**src/hw/adder_consts.svh**
```systemverilog
// Compound adder constants for significand width, tag width and credit depth

`ifndef ADDER_CONSTS_SVH
`define ADDER_CONSTS_SVH

// Significand width, fixed by the explicit Harris tree topology
`define ADDER_WIDTH 26

// Request identifier carried through to the result
`define TAG_WIDTH 4

// Input queue depth and initial output credit grant
`define CREDIT_DEPTH 4

`endif
```
**src/hw/adder_pkg.sv**
```systemverilog
// Compound adder package with operation codes and request, issue, lane and result types

`default_nettype none

`include "adder_consts.svh"

package adder_pkg;

	// Operations supported by the compound adder
	typedef enum logic [1:0] {
		OP_ADD     = 2'b00,
		OP_ADD_INC = 2'b01,
		OP_SUB     = 2'b10,
		OP_MAG     = 2'b11
	} op_t;

	// Request as presented by the source
	typedef struct packed {
		logic [`ADDER_WIDTH-1:0] a;
		logic [`ADDER_WIDTH-1:0] b;
		op_t                     op;
		logic [`TAG_WIDTH-1:0]   tag;
	} add_req_t;

	// Request at the queue head, b already inverted for subtraction
	typedef struct packed {
		logic [`ADDER_WIDTH-1:0] a;
		logic [`ADDER_WIDTH-1:0] b;
		op_t                     op;
		logic [`TAG_WIDTH-1:0]   tag;
	} issue_t;

	typedef struct packed {
		logic [`ADDER_WIDTH-1:0] sum;
		logic                    cout;
	} lane_out_t;

	typedef struct packed {
		logic [`ADDER_WIDTH-1:0] sum;
		logic                    carry;
		logic                    neg;
		logic [`TAG_WIDTH-1:0]   tag;
	} add_res_t;

endpackage

`default_nettype wire

```
**src/hw/compound_adder_top.sv**
```systemverilog
// Compound significand adder with credit flow control on both sides

`timescale 1ns/1ns
`default_nettype none

module compound_adder_top (
	input  logic                clk,
	input  logic                rst,
	input  logic                in_valid,
	input  adder_pkg::add_req_t in_req,
	output logic                in_credit,
	input  logic                out_credit,
	output logic                out_valid,
	output adder_pkg::add_res_t out_res
);

	import adder_pkg::*;

	logic      issue_valid;
	issue_t    issue;
	lane_out_t sum_lane;
	lane_out_t inc_lane;

	request_queue u_request_queue (
		.clk         (clk),
		.rst         (rst),
		.in_valid    (in_valid),
		.in_req      (in_req),
		.in_credit   (in_credit),
		.out_credit  (out_credit),
		.issue_valid (issue_valid),
		.issue       (issue)
	);

	// Carry-in 0 lane gives a+b, carry-in 1 lane gives a+b+1
	prefix_adder_lane #(.CARRY_IN(1'b0)) u_sum_lane (
		.clk         (clk),
		.rst         (rst),
		.issue_valid (issue_valid),
		.issue       (issue),
		.lane_out    (sum_lane)
	);

	prefix_adder_lane #(.CARRY_IN(1'b1)) u_inc_lane (
		.clk         (clk),
		.rst         (rst),
		.issue_valid (issue_valid),
		.issue       (issue),
		.lane_out    (inc_lane)
	);

	result_select u_result_select (
		.clk         (clk),
		.rst         (rst),
		.issue_valid (issue_valid),
		.issue       (issue),
		.sum_lane    (sum_lane),
		.inc_lane    (inc_lane),
		.out_valid   (out_valid),
		.out_res     (out_res)
	);

endmodule

`default_nettype wire

```
**src/hw/result_select.sv**
```systemverilog
// Result selector that combines the two lane outputs by operation

`timescale 1ns/1ns
`default_nettype none

`include "adder_consts.svh"

module result_select (
	input  logic                 clk,
	input  logic                 rst,
	input  logic                 issue_valid,
	input  adder_pkg::issue_t    issue,
	input  adder_pkg::lane_out_t sum_lane,
	input  adder_pkg::lane_out_t inc_lane,
	output logic                 out_valid,
	output adder_pkg::add_res_t  out_res
);

	import adder_pkg::*;

	// Aligned with the lane registers
	logic                  valid_q;
	op_t                   op_q;
	logic [`TAG_WIDTH-1:0] tag_q;
	add_res_t              res_next;

	always_ff @(posedge clk) begin
		if (rst) begin
			valid_q   <= 1'b0;
			out_valid <= 1'b0;
		end else begin
			valid_q   <= issue_valid;
			out_valid <= valid_q;
		end
	end

	always_ff @(posedge clk) begin
		if (issue_valid) begin
			op_q  <= issue.op;
			tag_q <= issue.tag;
		end
	end

	always_comb begin
		res_next.tag   = tag_q;
		res_next.neg   = 1'b0;
		res_next.sum   = sum_lane.sum;
		res_next.carry = sum_lane.cout;
		case (op_q)
			OP_ADD_INC, OP_SUB: begin
				res_next.sum   = inc_lane.sum;
				res_next.carry = inc_lane.cout;
			end
			OP_MAG: begin
				if (inc_lane.cout) begin
					res_next.sum   = inc_lane.sum;
					res_next.carry = 1'b1;
				end else begin
					// a < b, end-around form gives ~(a + ~b) = b - a
					res_next.sum   = ~sum_lane.sum;
					res_next.carry = 1'b0;
					res_next.neg   = 1'b1;
				end
			end
			default: ;
		endcase
	end

	always_ff @(posedge clk) begin
		if (valid_q) begin
			out_res <= res_next;
		end
	end

	// A registered issue leaves a fully known result behind it
	a_valid_pipe: assert property (@(posedge clk) disable iff (rst)
		out_valid |-> !$isunknown(out_res))
		else $error("result valid with unknown data");

endmodule

`default_nettype wire

```
**src/hw/request_queue.sv**
```systemverilog
// Request FIFO with input credit return, output credit count and operand prep

`timescale 1ns/1ns
`default_nettype none

`include "adder_consts.svh"

module request_queue (
	input  logic                clk,
	input  logic                rst,
	input  logic                in_valid,
	input  adder_pkg::add_req_t in_req,
	output logic                in_credit,
	input  logic                out_credit,
	output logic                issue_valid,
	output adder_pkg::issue_t   issue
);

	import adder_pkg::*;

	localparam int DEPTH = `CREDIT_DEPTH;
	localparam int PTR_W = $clog2(DEPTH);
	localparam int CNT_W = PTR_W + 1;

	add_req_t           mem [DEPTH];
	add_req_t           head;
	logic [PTR_W-1:0]   wr_ptr;
	logic [PTR_W-1:0]   rd_ptr;
	logic [CNT_W-1:0]   count;
	logic [CNT_W-1:0]   credits;
	logic               empty;
	logic               full;
	logic               pop;

	assign empty = (count == '0);
	assign full  = (count == CNT_W'(DEPTH));

	// Pop only against a held output credit, so nothing downstream stalls
	assign pop         = !empty && (credits != '0);
	assign in_credit   = pop;
	assign issue_valid = pop;

	assign head = mem[rd_ptr];

	always_comb begin
		issue.a   = head.a;
		issue.b   = (head.op == OP_SUB || head.op == OP_MAG) ? ~head.b : head.b;
		issue.op  = head.op;
		issue.tag = head.tag;
	end

	always_ff @(posedge clk) begin
		if (in_valid) begin
			mem[wr_ptr] <= in_req;
		end
	end

	always_ff @(posedge clk) begin
		if (rst) begin
			wr_ptr <= '0;
			rd_ptr <= '0;
		end else begin
			if (in_valid) begin
				wr_ptr <= (wr_ptr == PTR_W'(DEPTH - 1)) ? '0 : wr_ptr + 1'b1;
			end
			if (pop) begin
				rd_ptr <= (rd_ptr == PTR_W'(DEPTH - 1)) ? '0 : rd_ptr + 1'b1;
			end
		end
	end

	always_ff @(posedge clk) begin
		if (rst) begin
			count <= '0;
		end else begin
			case ({in_valid, pop})
				2'b10:   count <= count + 1'b1;
				2'b01:   count <= count - 1'b1;
				default: count <= count;
			endcase
		end
	end

	// Downstream grants a full queue's worth of credits at reset
	always_ff @(posedge clk) begin
		if (rst) begin
			credits <= CNT_W'(DEPTH);
		end else begin
			case ({out_credit, pop})
				2'b10:   credits <= credits + 1'b1;
				2'b01:   credits <= credits - 1'b1;
				default: credits <= credits;
			endcase
		end
	end

	a_no_push_full: assert property (@(posedge clk) disable iff (rst)
		in_valid |-> !full)
		else $error("request pushed into a full queue");

	a_credit_bound: assert property (@(posedge clk) disable iff (rst)
		credits <= CNT_W'(DEPTH))
		else $error("output credit count above grant");

endmodule

`default_nettype wire

```
**src/hw/prefix_adder_lane.sv**
```systemverilog
// Prefix adder lane with fixed carry-in and registered sum and carry-out

`timescale 1ns/1ns
`default_nettype none

`include "adder_consts.svh"

module prefix_adder_lane #(
	parameter logic CARRY_IN = 1'b0
) (
	input  logic                 clk,
	input  logic                 rst,
	input  logic                 issue_valid,
	input  adder_pkg::issue_t    issue,
	output adder_pkg::lane_out_t lane_out
);

	import adder_pkg::*;

	localparam int W = `ADDER_WIDTH;

	// Bit 0 carries the lane carry-in as a generate term
	logic [W:0]   p_ext;
	logic [W:0]   g_ext;
	logic [W:1]   carry;
	lane_out_t    lane_next;

	assign p_ext = {issue.a ^ issue.b, 1'b0};
	assign g_ext = {issue.a & issue.b, CARRY_IN};

	harris_prefix_tree u_tree (
		.p (p_ext[W-1:0]),
		.g (g_ext[W-1:0]),
		.c (carry)
	);

	assign lane_next.sum  = p_ext[W:1] ^ carry;
	assign lane_next.cout = g_ext[W] | (p_ext[W] & carry[W]);

	always_ff @(posedge clk) begin
		if (issue_valid) begin
			lane_out <= lane_next;
		end
	end

	// Queue head must hold real operands whenever it issues
	a_operands_known: assert property (@(posedge clk) disable iff (rst)
		issue_valid |-> !$isunknown({issue.a, issue.b}))
		else $error("lane issued with unknown operands");

endmodule

`default_nettype wire

```
**src/hw/harris_prefix_tree.sv**
```systemverilog
// Harris parallel-prefix carry network built from black and grey cells

`timescale 1ns/1ns
`default_nettype none

`include "adder_consts.svh"

module harris_prefix_tree (
	input  logic [`ADDER_WIDTH-1:0] p,
	input  logic [`ADDER_WIDTH-1:0] g,
	output logic [`ADDER_WIDTH:1]   c
);

	localparam int W = `ADDER_WIDTH;
	localparam int STAGES = 5;

	// Level 0 holds the bitwise terms, levels 1 to 5 the odd-position groups
	logic [W-1:0] gt [0:STAGES];
	logic [W-1:0] pt [0:STAGES];

	// Returns {group generate, group propagate}
	function automatic logic [1:0] black_cell(input logic gh, input logic ph,
		input logic gl, input logic pl);
		black_cell = {gh | (ph & gl), ph & pl};
	endfunction

	// Lower group already reaches bit 0, so only generate matters
	function automatic logic grey_cell(input logic gh, input logic ph, input logic gl);
		grey_cell = gh | (ph & gl);
	endfunction

	assign gt[0] = g;
	assign pt[0] = p;

	// Sparse tree on odd positions, spans 1, 2, 4, 8 and 16
	for (genvar s = 1; s <= STAGES; s++) begin : gen_stage
		localparam int D = 1 << (s - 1);

		for (genvar i = 0; i < W; i++) begin : gen_bit
			if ((i % 2 == 1) && (i >= D)) begin : gen_cell
				if (i < 2 * D) begin : gen_grey
					assign gt[s][i] = grey_cell(gt[s-1][i], pt[s-1][i], gt[s-1][i-D]);
					assign pt[s][i] = pt[s-1][i];
				end else begin : gen_black
					assign {gt[s][i], pt[s][i]} = black_cell(gt[s-1][i], pt[s-1][i],
						gt[s-1][i-D], pt[s-1][i-D]);
				end
			end else begin : gen_pass
				// Even positions and finished groups ride through
				assign gt[s][i] = gt[s-1][i];
				assign pt[s][i] = pt[s-1][i];
			end
		end
	end

	// Fill row for even positions, then c[k+1] = G[k:0]
	for (genvar k = 0; k < W; k++) begin : gen_carry
		if (k == 0) begin : gen_lsb
			assign c[1] = g[0];
		end else if (k % 2 == 1) begin : gen_odd
			assign c[k+1] = gt[STAGES][k];
		end else begin : gen_even
			assign c[k+1] = grey_cell(g[k], p[k], gt[STAGES][k-1]);
		end
	end

endmodule

`default_nettype wire

```
**config.mk**
```make
export PLATFORM = sky130hd
export DESIGN_NAME = compound_adder_top
export DESIGN_NICKNAME = d
export VERILOG_FILES = /design/src/hw/adder_pkg.sv /design/src/hw/compound_adder_top.sv /design/src/hw/result_select.sv /design/src/hw/request_queue.sv /design/src/hw/prefix_adder_lane.sv /design/src/hw/harris_prefix_tree.sv
export VERILOG_INCLUDE_DIRS = /design/src /design/src/hw
export SDC_FILE = /design/constraint.sdc
export NUM_CORES = 1
export LEC_CHECK = 0
export BUFFER_PORTS_ARGS = -buffer_cell sky130_fd_sc_hd__buf_2
export CAP_MARGIN = 20
export CORE_AREA = 2 2 164 166
export DETAILED_ROUTE_END_ITERATION = 16
export DIE_AREA = 0 0 166 168
export GPL_TIMING_DRIVEN = 0
export MAX_ROUTING_LAYER = met4
export PLACE_DENSITY = 0.75
export SYNTH_ARGS = -nofsm -noshare
export SYNTH_HDL_FRONTEND = slang
export SYNTH_SLANG_ARGS = --single-unit
export TNS_END_PERCENT = 50
```
**constraint.sdc**
```tcl
create_clock -name clk -period 6.51 [get_ports clk]
set_clock_uncertainty 0.2 [all_clocks]
set_input_delay 0.3255 -clock clk [delete_from_list [all_inputs] [get_ports clk]]
set_output_delay 0.3255 -clock clk [all_outputs]
set_load 0.01 [all_outputs]
```
-- Yosys cells after proc, flatten, opt, wreduce, memory -nomap -nowiden
Memories as Yosys holds them, arrays and structs flattened. A register that Yosys moved wholly into a read port is not among the register bits.
Index checks and enable logic that the tools add are counted.
- bits in registers: 104
- memory bits (writable): 232
- input bits: 62
- output and inout port bits: 34
- logic and storage cells: 272
- memories kept: 1
- memories (name ; depth ; bits a word ; read ports ; clocked after memory_dff ; wr ports ; RTL line ; RTL):
    u_request_queue.mem ; 4 ; 58 ; 1 ; 1 ; 1 ; request_queue.sv:25 ; add_req_t mem [DEPTH];
- add/sub/neg operators: 6
- equal/unequal tests: 11
- multiplexer cells: 12
- bitwise gates (word level): 218
- reductions and logical operators: 8
- operators by type and width (kind ; count):
    1-bit AND ; 124
    1-bit OR ; 88
    26-bit bitwise XOR ; 3
    27-bit one-hot mux with 2 select lines ; 1
    26-bit NOT ; 2
    27-bit 2-to-1 mux ; 1
    26-bit AND ; 1
    26-bit 2-to-1 mux ; 1
    2-bit == test (second input constant) ; 8
    3-bit one-hot mux with 2 select lines ; 2
    2-bit 2-to-1 mux ; 4
    3-bit by 1-bit adder with 3-bit output (second input constant) ; 2
    2-bit by 1-bit == test with 1-bit output (second input constant) ; 3
    3-bit by 1-bit subtractor with 3-bit output (second input constant) ; 2
    2-bit by 1-bit adder with 2-bit output (second input constant) ; 2
    2-bit nonzero test ; 2
    3-bit zero test ; 1
    1-bit 2-to-1 mux ; 3
    3-bit nonzero test ; 1
    2-bit OR reduction ; 1
    1-bit logical AND ; 1
    1-bit zero test ; 1
    1-bit logical OR ; 1

-- Longest topological paths before layout
- word-level depth: 16
- mapped depth: 14
- gate-level depth less buffers: 11

-- Cells and area by module
From an unflattened synthesis, not the netlist that was laid out.
- cells, all modules: 877
- area total of the unflattened synthesis: 15040.7 µm²
- modules (own cells, without submodules) (module ; instances ; cells each ; area an instance (µm²) ; sequential area each (µm²)):
    request_queue ; 1 ; 401 ; 9265.1 ; 7206.9
    result_select ; 1 ; 171 ; 2035.7 ; 1181.1
    prefix_adder_lane at u_inc_lane ; 1 ; 80 ; 1370.1 ; 810.8
    prefix_adder_lane at u_sum_lane ; 1 ; 79 ; 1366.3 ; 810.8
    harris_prefix_tree ; 2 ; 73 ; 501.7 ; 0.0

-- Worst setup path after synthesis
OpenSTA, ideal clock, no wires.
- path kind: register -> register
- start point: register u_request_queue.credits[0]
- end point: register u_request_queue.credits[2]
- setup time: 132 ps
- arrival time: 4906 ps
- data required time: 6178 ps
- setup slack: 1272 ps
- cell stages (with the launch flop): 9
- path buffers: 0
- clock period less this slack: 5238 ps
- cells stage by stage: dfxtp_1 > nor3_1 > nor2_1 > ha_1 > inv_1 > fa_1 > xor2_1 > o21ai_0 > or3b_2
- cells in the longest elaborated chain, start to end: 4
- elaborated cells on any way between the ends: 8
- classes of those cells: 2 x add/sub; 2 x eq/ne; 1 x mux; 3 x reduce/logical
- ends and longest elaborated chain (item ; RTL line ; RTL):
    from (decl) ; request_queue.sv:30 ; logic [CNT_W-1:0] credits;
    from (signal assigned) ; request_queue.sv:87 ; credits <= CNT_W'(DEPTH);
    from (signal assigned) ; request_queue.sv:90 ; 2'b10: credits <= credits + 1'b1;
    from (signal assigned) ; request_queue.sv:91 ; 2'b01: credits <= credits - 1'b1;
    3-bit nonzero test (*) ; request_queue.sv:39 ; assign pop = !empty && (credits != '0);
    1-bit logical AND (*) ; request_queue.sv:39 ;
    named net in_credit ; compound_adder_top.sv:11 ; output logic in_credit,
    2-bit by 1-bit == test with 1-bit output / 2-bit == test (equally long branches) ; request_queue.sv:89 ; case ({out_credit, pop})
    3-bit one-hot mux with 2 select lines / 2-bit nonzero test (equally long branches) ; - ;
Mark *: on every way through the listed nets, which the timed path passes. The rest lies on a longest branch.
A chain may end at the register's enable or synchronous reset.

==> impl_results.md <==
* Status: finished, final reports clean
* Pin count of the biggest net entering global routing at 53
* Die H at 168 microns
* Tightest Hold Check Type: input port to flop
* Sink Count at between 300 and 400
* Cell variety after synth at 36
* Hold slack final at 0.161 ns
* PortBufs at 95
* CP endpoint kind: flop
* CP Launch Type: flop
* Yosys warnings at 0
* Root Driver: clkbuf_16
* Final Setup Violations at 0
* Crit path kind: flop to flop
* Biggest area consumer among synthesized cells: edfxtp_1
* Fin crit share at just under 70%
* Final Util at approximately 64%
* Max-slew violation count at 0
* CTS resizes at 0
* Slowest CP cell: buf_1
* Initial core utilization at 53.8%
* First-pass GRT wire length at about 41000 microns
* Min Tclk post-route at around 4.5 ns
* CTS tree: yes
* DRT Wirelength at 26400 microns
* CTS buffer count at 36
* Register bit total from synthesis at about 340
* Nets at 1098
* Fillers at around 1.8k
* IO Pins at 96
* FF+latch area at roughly 10000 sq um
* Crit path max fanout at 10
* Die width at approximately 170 microns
* Worst vdd ir at ~0.00029 V
* Ant. Diodes at 0
* Slew at the pin with the worst max-slew slack at slightly below 0.9 ns
* Fmax at between 200 and 250 MHz
* Leakage at ~6.1 nW
* Async set-reset flop share out of synthesis at 0%
* Post-synth top cells: edfxtp_1, mux4_2, inv_1, xor2_1, a21oi_1
* Req. time, crit path at ~6.6 ns
* Routed vias at approximately 7.3k
* Clk_lat worst skew at a little over 0.5 ns
* HPWL after detailed placement at between 15000 and 20000 microns
* Routed wire per std cell at just under 20 microns
* Largest cells by area after synthesis: edfxtp_1, mux4_2, fa_1
* Total GRT Usage at approximately a fifth
* Initial DRC count at 622
* Crit path max-delay family: compound AO/OA/AOI/OAI gates
* Syn Nets at roughly 900
* Most common cell in the synthesized netlist: edfxtp_1
* TritonRoute pass-1 iters at 4
* Slew HR at 41.7%
* Multi-input logic area at about 3800 sq um
* DR vias/cell at ~5.5
* Power per cell area at roughly 520 nW/um^2
* Hold Vio Cnt, Final at 0
* Sequential fraction of the synthesis area at a little over two thirds
* Max incr delay on CP at between 0.6 and 0.7 ns
* Unrepaired setup endpoints after global routing: no
* GP Congestion at ~0.89
* Top cell type's share of synthesized area at around two thirds
* P&R area growth vs syn at 19.5%
* Longest Clk Path Bufs at 3
* Placeable Area at ~26000 sq um
* Avg Cell Area, Syn at 18.3 sq um
* Cell Chain, Critical Path: buf_2, buf_1, mux4_2, ha_1, a21oi_1, o221ai_2, a21o_1, a31oi_1, inv_1, fa_1, xor2_1
* Post-route setup TNS at 0 ns
* CP arrival at between 4 and 5 ns
* # hold bufs at CTS at 60
* Initial antenna violation count at 0
* GR Overflow Total at 0
* Routed Antenna Nets at 0
* Worst-path clk slew at 0.06 ns
* Prevailing post-synth register cell: edfxtp_1
* Layout cells sized above 1 at between 20 and 25%
* # DRC at 0
* Floorplan row count at 60
* WP buf/inv at 3
* Vias in the first global route at 7586
* Synth Cell Area at around 14000 sq um
* H-tree levels at 2
* Mapped Cells at between 700 and 800
* MaxCap Viol Count at 0
* Post-CTS setup buffers at 0
* Post-synth EDFFs at ~320
* Die area at ~28000 sq um
==> power by group <==
group          total, mW  internal [mW]  switching (mW)
registers           3.31           3.19           0.117
logic               3.67           1.42            2.25
clock network       1.87           1.11           0.765
total               8.85           5.72            3.14
==> layout by cell type (no fill, tap or decap), types with 2 or more instances in the layout <==
cell,synthesis,routed
o221ai_2,2,2
clkbuf_16,0,37
buf_16,0,5
a21oi_1,50,50
clkinv_2,0,4
clkinv_1,1,6
dlygate4sd3_1,0,60
and2_4,0,4
a31oi_1,2,2
nor4_1,2,2
nor2_1,21,20
nand2_1,22,22
clkbuf_8,0,2
ha_1,35,35
o21ai_1,8,8
inv_1,54,54
edfxtp_1,324,324
dfxtp_1,14,14
buf_2,6,101
buf_1,2,2
mux2i_1,3,3
buf_6,8,8
nor3_1,5,5
xor2_1,52,52
a21o_1,7,7
nand3_1,3,3
xnor2_1,2,2
mux4_2,58,58
fa_1,28,28
a221oi_1,27,27
o21ai_0,11,11
clkbuf_1,13,25
==> worst register-to-register path: stages (launching register included) <==
cell and delay, ns:
dfxtp_1 0.39, buf_2 0.29, buf_1 0.64, mux4_2 0.43, ha_1 0.37, a21oi_1 0.33, o221ai_2 0.24, a21o_1 0.26
a31oi_1 0.35, inv_1 0.12, fa_1 0.44, xor2_1 0.17
==> path summary, 6_finish.rpt <==
kind | depth (start not counted) | from | slack, ns | end
setup reg to reg | 11 | flop | 2.02 | u_inc_lane.lane_out[19]$_DFFE_PP_
hold / removal | 5 | out_credit | 0.16 | u_request_queue.credits[1]$_SDFFE_PP0P_
hold reg to reg | 0 | u_result_select.tag_q[3]$_DFFE_PP_ | 0.22 | u_result_select.out_res[3]$_DFFE_PP_
setup / recovery | 11 | flop | 2.02 | u_inc_lane.lane_out[19]$_DFFE_PP_
==> kinds of logic after synthesis <==
kind of cell / count (synthesis) / synth area share [%]
AOI/OAI and AO/OA: 110 / 4.94
xor gates and xnor gates: 54 / 3.33
adders and majority gates: 63 / 7.04
buffers and inverters: 84 / 2.70
DFF: 338 / 70.6
muxes: 61 / 9.42
and+or+nand+nor: 64 / 2.02
==> cell type report <==
| type | instances | area share [%] |
|---|---|---|
| sequential | 338 | 59.1 |
| multi-input combinational | 352 | 22.5 |
| timing repair buffer | 161 | 7.28 |
| clock buffer | 51 | 5.89 |
| tap | 341 | 2.52 |
| inverter | 55 | 1.22 |
| buffer | 29 | 1.04 |
| clock inverter | 12 | 0.502 |
==> flip-flops by register name (all words and copies together) (netlist names), named ones only <==
signal	flops
u_request_queue.mem	232
u_result_select.out_res	32
u_inc_lane.lane_out	27
u_sum_lane.lane_out	27
u_result_select.tag_q	4
u_request_queue.count	3
u_request_queue.credits	3
u_request_queue.rd_ptr	2
u_request_queue.wr_ptr	2
u_result_select.op_q	2
u_result_select.out_valid	1
u_result_select.valid_q	1
==> metrics by stage <==
step	total power [mW]	instances	cell area, sq um	setup WS, ns
floorplan	5.96	774	14200	1.27
global placement	6.85	1210	15100	0.203
detailed placement	7.00	1216	15300	2.05
CTS	8.91	1339	16900	2.02
global route	9.47	1339	16900	1.88
finish	8.85	1339	16900	2.02
==> per-layer routing <==
layer / part of all wire (%) / GRT usage (%) / vias up
met3: 6.1 / 3.53 / 46
met4: 3.2 / 7.11 / 0
met1: 42 / 26.3 / 3654
met5: 0 / - / -
met2: 48 / 31.9 / 230
li1: - / - / 3412
No activity file was read; power rests on OpenSTA's default activity.
